===== config.mk =====
export PLATFORM = sky130hd
export DESIGN_NAME = traffic_driver
export DESIGN_NICKNAME = d
export VERILOG_FILES = /design/src/drv_pkg.sv /design/src/test_sequencer.sv /design/src/addr_gen.sv /design/src/pattern_gen.sv /design/src/read_checker.sv /design/src/traffic_driver.sv
export SDC_FILE = /design/constraint.sdc
export NUM_CORES = 1
export LEC_CHECK = 0
export BUFFER_PORTS_ARGS = -buffer_cell sky130_fd_sc_hd__buf_2
export CAP_MARGIN = 20
export CELL_PAD_IN_SITES_DETAIL_PLACEMENT = 0
export CELL_PAD_IN_SITES_GLOBAL_PLACEMENT = 1
export CORE_MARGIN = 2
export CORE_UTILIZATION = 40
export DETAILED_ROUTE_END_ITERATION = 6
export MAX_ROUTING_LAYER = met4
export PLACE_DENSITY = 0.76
export SETUP_SLACK_MARGIN = 0.3
export SLEW_MARGIN = 5
export SYNTH_ARGS = -nofsm -noshare
export SYNTH_HDL_FRONTEND = slang
export SYNTH_HIERARCHICAL = 1
export SYNTH_SLANG_ARGS = --single-unit
export TNS_END_PERCENT = 100

===== constraint.sdc =====
create_clock -name clk -period 2.4 [get_ports clk]
set_input_delay 0.36 -clock clk [delete_from_list [all_inputs] [get_ports clk]]
set_output_delay 0.36 -clock clk [all_outputs]
set_load 0.02 [all_outputs]

===== src/drv_pkg.sv =====
// Shared constants, state and mode enums and bus structs for the DDR2 traffic driver.
// Imported by every RTL module of the driver.
`default_nettype none

package drv_pkg;

  // --------------------------------------------------
  // widths
  localparam int DATA_W     = 32;
  localparam int LANE_W     = 8;
  localparam int BYTE_LANES = 4;
  localparam int BANK_W     = 3;
  localparam int ROW_W      = 14;
  localparam int COL_W      = 10;
  localparam int STATUS_W   = 8;

  // test range, 5 cols x 4 rows x 8 banks of bursts
  localparam int BURST_LEN = 2;
  localparam int BEAT_W    = 1;
  localparam int OUTST_W   = 10;
  localparam int COL_STEP  = 4;
  localparam int MAX_COL   = 16;
  localparam int MAX_ROW   = 3;
  localparam int MAX_BANK  = 7;

  // lane 0 in the low byte
  localparam logic [BYTE_LANES-1:0][LANE_W-1:0] LANE_SEEDS = {8'd31, 8'd21, 8'd11, 8'd1};

  // --------------------------------------------------
  typedef enum logic [3:0] {
    IDLE, START, WR_BURST, WR_BEAT, WR_LAST,
    RD_START, RD_BURST, RD_DRAIN, NEXT_TEST, DONE
  } drv_state_e;

  typedef enum logic [1:0] {NONE, SEQ_ADDR, BYTE_MASK} test_mode_e;

  typedef struct packed {
    logic [BANK_W-1:0] bank;
    logic [ROW_W-1:0]  row;
    logic [COL_W-1:0]  col;
  } mem_addr_t;

  // sequencer commands to the address and pattern generators
  typedef struct packed {
    logic addr_clear;
    logic addr_step;
    logic wr_beat;
    logic seed_capture;
    logic pattern_reload;
    logic be_clear;
    logic zero_data;
    logic mask_mode;
  } seq_ctrl_t;

endpackage

`default_nettype wire


===== src/test_sequencer.sv =====
// Test-phase FSM of the traffic driver. Runs the sequential address test and then
// the byte-mask test, raises the local-port request levels and burst_begin, and
// sends step/clear commands to the address and pattern generators.
`default_nettype none

module test_sequencer
  import drv_pkg::*;
(
  input  wire                 clk,
  input  wire                 reset_n,
  input  wire                 ready,
  input  wire                 rdata_valid,
  input  wire                 last_addr,
  output logic                write_req,
  output logic                read_req,
  output logic                burst_begin,
  output seq_ctrl_t           ctrl,
  output logic [STATUS_W-1:0] test_status,
  output logic                test_complete
);

  drv_state_e         state;
  test_mode_e         mode;
  logic [BEAT_W-1:0]  beat_cnt;
  logic [OUTST_W-1:0] outstanding;
  logic [OUTST_W-1:0] rd_add;
  logic [OUTST_W-1:0] rd_sub;
  logic               zero_pass;
  logic               first_beat;
  logic               wr_accept;
  logic               rd_accept;
  logic               burst_done;

  assign wr_accept  = write_req & ready;
  assign rd_accept  = read_req & ready;
  assign burst_done = wr_accept & (state == WR_BEAT) & (beat_cnt == BEAT_W'(BURST_LEN - 1));

  // --------------------------------------------------
  // main FSM
  always_ff @(posedge clk or negedge reset_n)
  begin
    if (!reset_n)
    begin
      state         <= IDLE;
      mode          <= NONE;
      write_req     <= 1'b0;
      read_req      <= 1'b0;
      burst_begin   <= 1'b0;
      beat_cnt      <= '0;
      zero_pass     <= 1'b0;
      first_beat    <= 1'b0;
      test_complete <= 1'b0;
    end
    else
    begin
      test_complete <= 1'b0;
      if (wr_accept)
        first_beat <= 1'b0;
      case (state)
        IDLE:
        begin
          mode  <= SEQ_ADDR;
          state <= START;
        end
        START:
        begin
          write_req   <= 1'b1;
          burst_begin <= 1'b1;
          beat_cnt    <= '0;
          first_beat  <= 1'b1;
          state       <= WR_BURST;
        end
        WR_BURST:
          if (wr_accept)
          begin
            burst_begin <= 1'b0;
            beat_cnt    <= beat_cnt + 1'b1;
            state       <= WR_BEAT;
          end
        WR_BEAT:
          if (burst_done)
          begin
            beat_cnt <= '0;
            if (last_addr)
            begin
              write_req <= 1'b0;
              state     <= WR_LAST;
            end
            else
            begin
              burst_begin <= 1'b1;
              state       <= WR_BURST;
            end
          end
          else if (wr_accept)
            beat_cnt <= beat_cnt + 1'b1;
        // zero fill done, rewrite the range with the lane walk
        WR_LAST:
          if (zero_pass)
          begin
            zero_pass <= 1'b0;
            state     <= START;
          end
          else
            state <= RD_START;
        RD_START:
        begin
          read_req    <= 1'b1;
          burst_begin <= 1'b1;
          state       <= RD_BURST;
        end
        RD_BURST:
          if (rd_accept && last_addr)
          begin
            read_req    <= 1'b0;
            burst_begin <= 1'b0;
            state       <= RD_DRAIN;
          end
        RD_DRAIN:
          if (outstanding == '0)
            state <= NEXT_TEST;
        NEXT_TEST:
          if (mode == SEQ_ADDR)
          begin
            mode      <= BYTE_MASK;
            zero_pass <= 1'b1;
            state     <= START;
          end
          else
            state <= DONE;
        DONE:
        begin
          test_complete <= 1'b1;
          mode          <= NONE;
          state         <= IDLE;
        end
        default: state <= IDLE;
      endcase
    end
  end

  // read beats still in flight
  assign rd_add = rd_accept ? OUTST_W'(BURST_LEN) : '0;
  assign rd_sub = rdata_valid ? OUTST_W'(1) : '0;

  always_ff @(posedge clk or negedge reset_n)
  begin
    if (!reset_n)
      outstanding <= '0;
    else
      outstanding <= outstanding + rd_add - rd_sub;
  end

  always_comb
  begin
    ctrl                = '0;
    ctrl.addr_clear     = (state == START) || (state == RD_START);
    ctrl.addr_step      = burst_done | rd_accept;
    ctrl.wr_beat        = wr_accept;
    ctrl.seed_capture   = first_beat;
    ctrl.pattern_reload = (state == RD_START);
    ctrl.be_clear       = (state == START) || (state == RD_START);
    ctrl.zero_data      = zero_pass;
    ctrl.mask_mode      = (mode == BYTE_MASK);
  end

  // one-hot status, bit 7 is the completion pulse
  assign test_status = {test_complete, 4'b0000, mode == BYTE_MASK, 1'b0, mode == SEQ_ADDR};

endmodule

`default_nettype wire


===== src/addr_gen.sv =====
// Address generator for the local port. Walks column, then row, then bank over
// the test range on each addr_step from the sequencer; addr_clear restarts the walk.
`default_nettype none

module addr_gen
  import drv_pkg::*;
(
  input  wire       clk,
  input  wire       reset_n,
  input  seq_ctrl_t ctrl,
  output mem_addr_t addr,
  output logic      last_addr
);

  logic col_wrap;
  logic row_wrap;
  logic bank_wrap;

  assign col_wrap  = (addr.col >= COL_W'(MAX_COL));
  assign row_wrap  = (addr.row == ROW_W'(MAX_ROW));
  assign bank_wrap = (addr.bank == BANK_W'(MAX_BANK));

  // --------------------------------------------------
  // column steps by one burst, carry into row then bank
  always_ff @(posedge clk or negedge reset_n)
  begin
    if (!reset_n)
      addr <= '0;
    else if (ctrl.addr_clear)
      addr <= '0;
    else if (ctrl.addr_step)
    begin
      if (col_wrap)
      begin
        addr.col <= '0;
        if (row_wrap)
        begin
          addr.row <= '0;
          if (bank_wrap)
            addr.bank <= '0;
          else
            addr.bank <= addr.bank + 1'b1;
        end
        else
          addr.row <= addr.row + 1'b1;
      end
      else
        addr.col <= addr.col + COL_W'(COL_STEP);
    end
  end

  // top of the range
  assign last_addr = (addr.col == COL_W'(MAX_COL)) & row_wrap & bank_wrap;

endmodule

`default_nettype wire


===== src/pattern_gen.sv =====
// Write and expected-data generator. One 8-bit LFSR per byte lane, stepped per
// written beat and per returned read beat, with a seed register so the read pass
// can replay the written stream. Also drives the walking byte enable of the mask test.
`default_nettype none

module pattern_gen
  import drv_pkg::*;
(
  input  wire                    clk,
  input  wire                    reset_n,
  input  seq_ctrl_t              ctrl,
  input  wire                    rdata_valid,
  output logic [DATA_W-1:0]      wdata,
  output logic [DATA_W-1:0]      expect_data,
  output logic [BYTE_LANES-1:0]  be
);

  logic [BYTE_LANES-1:0][LANE_W-1:0] lfsr_q;
  logic [BYTE_LANES-1:0][LANE_W-1:0] seed_q;
  logic                              step;

  // x^8+x^6+x^5+x^4+1, shift left, new bit into bit 0
  function automatic logic [LANE_W-1:0] lfsr_next(input logic [LANE_W-1:0] cur);
    logic fb;
    fb = cur[7] ^ cur[5] ^ cur[4] ^ cur[3];
    return {cur[LANE_W-2:0], fb};
  endfunction

  // zero-fill beats do not consume pattern
  assign step = (ctrl.wr_beat & ~ctrl.zero_data) | rdata_valid;

  // --------------------------------------------------
  // lane LFSRs and seed store
  always_ff @(posedge clk or negedge reset_n)
  begin
    if (!reset_n)
    begin
      lfsr_q <= LANE_SEEDS;
      seed_q <= LANE_SEEDS;
    end
    else
    begin
      if (ctrl.seed_capture)
        seed_q <= lfsr_q;
      if (ctrl.pattern_reload)
        lfsr_q <= seed_q;
      else if (step)
      begin
        for (int i = 0; i < BYTE_LANES; i++)
          lfsr_q[i] <= lfsr_next(lfsr_q[i]);
      end
    end
  end

  assign wdata       = ctrl.zero_data ? '0 : lfsr_q;
  assign expect_data = lfsr_q;

  // --------------------------------------------------
  // byte enables, one lane per beat in the mask test
  always_ff @(posedge clk or negedge reset_n)
  begin
    if (!reset_n)
      be <= '1;
    else if (!ctrl.mask_mode || ctrl.zero_data)
      be <= '1;
    else if (ctrl.be_clear)
      be <= BYTE_LANES'(1);
    else if (step)
      be <= {be[BYTE_LANES-2:0], be[BYTE_LANES-1]};
  end

endmodule

`default_nettype wire


===== src/read_checker.sv =====
// Read-data checker. Compares each byte lane of a valid read beat against the
// expected pattern under its byte enable and produces registered pass flags:
// pnf_per_byte three cycles after rdata_valid, the sticky pnf_persist one cycle later.
`default_nettype none

module read_checker
  import drv_pkg::*;
(
  input  wire                     clk,
  input  wire                     reset_n,
  input  wire                     rdata_valid,
  input  wire [DATA_W-1:0]        rdata,
  input  wire [DATA_W-1:0]        expect_data,
  input  wire [BYTE_LANES-1:0]    be,
  output logic [BYTE_LANES-1:0]   pnf_per_byte,
  output logic                    pnf_persist
);

  logic [BYTE_LANES-1:0] lane_match;
  logic [BYTE_LANES-1:0] match_q;
  logic [BYTE_LANES-1:0] lane_pass;
  logic                  valid_q;
  logic                  seen_data;
  logic                  seen_d1;
  logic                  seen_d2;
  logic                  persist_pre;

  for (genvar i = 0; i < BYTE_LANES; i++)
  begin : g_lane
    assign lane_match[i] = (expect_data[i*LANE_W +: LANE_W] & {LANE_W{be[i]}}) ==
                           rdata[i*LANE_W +: LANE_W];
  end

  // --------------------------------------------------
  always_ff @(posedge clk or negedge reset_n)
  begin
    if (!reset_n)
    begin
      match_q      <= '0;
      valid_q      <= 1'b0;
      lane_pass    <= '0;
      pnf_per_byte <= '0;
      seen_data    <= 1'b0;
      seen_d1      <= 1'b0;
      seen_d2      <= 1'b0;
      persist_pre  <= 1'b0;
      pnf_persist  <= 1'b0;
    end
    else
    begin
      match_q <= lane_match;
      valid_q <= rdata_valid;
      // hold the last valid compare between beats
      if (valid_q)
        lane_pass <= match_q;
      pnf_per_byte <= lane_pass;
      seen_data    <= seen_data | rdata_valid;
      seen_d1      <= seen_data;
      seen_d2      <= seen_d1;
      // sticky once the first compare is in
      persist_pre  <= (&lane_pass) & seen_d1 & (seen_d2 ? persist_pre : 1'b1);
      pnf_persist  <= persist_pre;
    end
  end

endmodule

`default_nettype wire


===== src/traffic_driver.sv =====
// Top of the DDR2 local-port traffic driver. Connects the test sequencer, the
// address and pattern generators and the read checker to the local port and
// brings out the pass flags, the test status and the completion pulse.
`default_nettype none

module traffic_driver
  import drv_pkg::*;
(
  input  wire                   clk,
  input  wire                   reset_n,
  input  wire                   ready,
  input  wire                   rdata_valid,
  input  wire [DATA_W-1:0]      rdata,
  output logic                  write_req,
  output logic                  read_req,
  output logic                  burst_begin,
  output mem_addr_t             addr,
  output logic [DATA_W-1:0]     wdata,
  output logic [BYTE_LANES-1:0] be,
  output logic [BYTE_LANES-1:0] pnf_per_byte,
  output logic                  pnf_persist,
  output logic [STATUS_W-1:0]   test_status,
  output logic                  test_complete
);

  seq_ctrl_t         ctrl;
  logic              last_addr;
  logic [DATA_W-1:0] expect_data;

  // decode
  test_sequencer u_seq (
    .clk          (clk),
    .reset_n      (reset_n),
    .ready        (ready),
    .rdata_valid  (rdata_valid),
    .last_addr    (last_addr),
    .write_req    (write_req),
    .read_req     (read_req),
    .burst_begin  (burst_begin),
    .ctrl         (ctrl),
    .test_status  (test_status),
    .test_complete(test_complete)
  );

  // execute
  addr_gen u_addr (
    .clk      (clk),
    .reset_n  (reset_n),
    .ctrl     (ctrl),
    .addr     (addr),
    .last_addr(last_addr)
  );

  pattern_gen u_pat (
    .clk        (clk),
    .reset_n    (reset_n),
    .ctrl       (ctrl),
    .rdata_valid(rdata_valid),
    .wdata      (wdata),
    .expect_data(expect_data),
    .be         (be)
  );

  // result
  read_checker u_chk (
    .clk         (clk),
    .reset_n     (reset_n),
    .rdata_valid (rdata_valid),
    .rdata       (rdata),
    .expect_data (expect_data),
    .be          (be),
    .pnf_per_byte(pnf_per_byte),
    .pnf_persist (pnf_persist)
  );

endmodule

`default_nettype wire


==> results.yml <==
outcome:
  status: "finished, violations left"
  violations: "negative hold slack"
clock_network:
  cts_tree: "yes"
  clkLatencyLatePin_ns: 0.42
  cts-root-buf: "clkbuf_16"
  numCtsBuffers: 17
  clk_path_buf_depth: 2
  htree_levels: 4
  path_clk_slew_ns: 0.06
  clock-sinks: 134
global_route:
  overflow: 0
  grt_max_degree: 135
  antenna_found_initial: 0
  grt_usage_pct: 18.1
  grt_pass1_wl_um: 28100
  grt_pass1_vias: 5552
synth:
  synth_common_cells: "dfrtp_1, nor2_1, nand2_1"
  synth_top_area_share_pct: 35.1
  ys_ff_latch: 134
  yosys.cell_count.top_type: "dfrtp_1"
  synth.distinct_cells: 74
  yosysWarnings: 6
  seq_area_frac_synth_pct: 44.8
  ys.flop_type: "dfrtp_1"
  postSynth.asyncResetShare_pct: 100
  synth_area_leaders: "dfrtp_1, dfstp_2, mux2i_1"
  netlist_area_sq_um: 7560
  synthCells: 744
  synth_top_area_cell: "dfrtp_1"
  synth-edff-count: 0
  syn_area_per_cell_sq_um: 10.2
route:
  wl_um: 17000
  num_vias: 5861
  wl_per_cell_um: 15.2
  dr.pass1.iters: 5
  first_iter_violations: 258
  drc: 0
  antenna_left: 0
  via_per_inst: 5.24
power_and_ir_drop:
  vdd_drop_max_v: 0.000658
  power.density_nw_per_um2: 1130
  p_leak_nw: 4.13
floorplan:
  rows: 50
  design.die.area_sq_um: 20000
  start_util_pct: 40.6
  die_width_um: 141
  top_level_ports: 116
  die_h_um: 141
  core_sq_um: 18600
timing:
  fin_hold_ws_ns: -0.00634
  hold_viol: 1
  maxSlewViolCount: 0
  rsz0062_at_grt: "true"
  fin_crit_ns: 2.27
  final.setup.worst_slack_ns: 0.126
  setup_viol: 0
  worst_pin_slew_ns: 0.748
  fmax_mhz: 440
  max_slew_margin_pct: 50.1
  finClkSkew_ns: 0.00977
  fin_tns_setup_ns: 0
  finalCritPeriodShare_pct: 94.8
layout:
  fillCellCount: 1802
  antennaDiodeCount: 0
  nNetsFinal: 927
  syn2layout_area_growth_pct: 21.5
  drive_gt1_share_pct: 33.0
run:
  cap_violations: 0
critical_path:
  cp.required_ns: 2.70
  crit_fanout: 4
  cp-end-kind: "register"
  path_class: "reg -> reg"
  arrival_ns: 2.58
  startpoint_type: "register"
worst_hold_path:
  min-delay-path-class: "in -> async"
placement:
  portBuffers: 108
  place_hpwl_um: 11400
  pre_cts_ws_ns: -0.0419
  gp_congestion: 0.796
[worst max-delay path: stages (launching register included)]
cell and delay, ns:
dfrtp_2 0.40, or4_4 0.55, nor2_4 0.10, nand4_1 0.11
nor2_2 0.14, nand3_2 0.08, nor2b_4 0.14, a311oi_4 0.32
mux2_4 0.33
[report_power, final]
part	switching, W	internal (W)	total (W)	leakage, nW
Clock	0.00111	0.00158	0.00269	0.296
Combinational	0.00196	0.00183	0.00379	2.25
Sequential	0.000785	0.00314	0.00392	1.59
[through the flow]
| step | cells | hold WS [ns] | total power [W] | cell area, sq um | utilization, % |
|---|---|---|---|---|---|
| 2_1_floorplan | 749 | 0.0644 | 0.00661 | 7620 | - |
| 3_3_place_gp | 1077 | 0.354 | 0.00760 | 8440 | 45.3 |
| 3_5_place_dp | 1077 | 0.378 | 0.00768 | 8440 | 45.3 |
| 4_1_cts | 1115 | 0.0727 | 0.0104 | 9130 | 49.0 |
| 5_1_grt | 1118 | 0.0561 | 0.0112 | 9190 | 49.3 |
| 6_report | 1118 | -0.00634 | 0.0104 | 9190 | 49.3 |
[placed cells by master (no fill, tap or decap), drive strengths merged, types with 6 or more instances in the layout]
cell / n
xor2: 21
nor3: 8
ha: 19
mux2: 39
nand2: 46
or4: 6
o22ai: 17
nand4b: 18
inv: 41
conb: 7
dfstp: 28
a21oi: 34
nor2b: 33
nand3: 34
nand2b: 8
xnor2: 14
mux2i: 41
nand4: 6
dfrtp: 106
nor4: 8
buf: 149
clkbuf: 17
o21ai: 72
nor2: 48
[routing by layer]
| metal | global-route usage, % | up-vias | part of all wire (%) |
|---|---|---|---|
| met4 | 4.42 | 0 | 0.76 |
| li1 | - | 2900 | - |
| met3 | 3.78 | 12 | 3.9 |
| met2 | 28.4 | 103 | 48 |
| met1 | 24.1 | 2846 | 48 |
| met5 | - | - | 0 |
[repair_timing]
action / in CTS / in global routing
hold buffers: 0 / 0
pin swaps: 9 / 10
endpoints found under the setup margin: 7 / 20
gates resized for setup: 7 / 7
gates cloned: 0 / 0
buffers inserted: 6 / 3
[kinds of logic (layout without fill, tap and decap cells)]
logic type,count (synthesis),count (layout),share of synthesized area [%]
AOI/OAI and AO/OA,156,156,12.6
xor gates and xnor gates,35,35,4.05
adders and majority gates,20,20,3.41
buffers and inverters,78,213,5.94
DFF,134,134,44.8
muxes,80,80,11.3
other,2,7,0.0993
and+or+nand+nor,239,239,17.8
[worst paths after layout]
check / endpoint / slack (ns) / startpoint / depth (start not counted)
worst max-delay path: u_seq/state[0] / 0.13 / u_addr/addr[8] / 8
worst min-delay path: u_seq/outstanding[4] / -0.006 / reset_n / 2
worst max register to register: u_seq/state[0] / 0.13 / u_addr/addr[8] / 8
worst min register to register: u_chk/seen_d1 / 0.38 / u_chk/seen_data / 0
max in group asynchronous: u_addr/addr[11] / 1.79 / reset_n / 2
min in group clk: u_chk/valid_q / 0.15 / rdata_valid / 1
[flip-flops by register name, indices dropped and copies added, names as in the netlist, 10 cells and up]
register,cells
u_pat/seed_q,32
u_seq/outstanding,10
u_addr/addr,25
u_pat/expect_data,32
[layout make-up]
class / count / area [sq um] / share of cell area [%]
clock buffers: 17 / 425 / 4.63
clock inverters: 15 / 186 / 2.03
inverters: 32 / 123 / 1.33
multi-input cells: 537 / 3860 / 42.0
flip-flops and latches: 134 / 3390 / 36.9
well taps: 234 / 293 / 3.19
repair buffers: 149 / 905 / 9.84
Power figures use the tool's default switching activity.
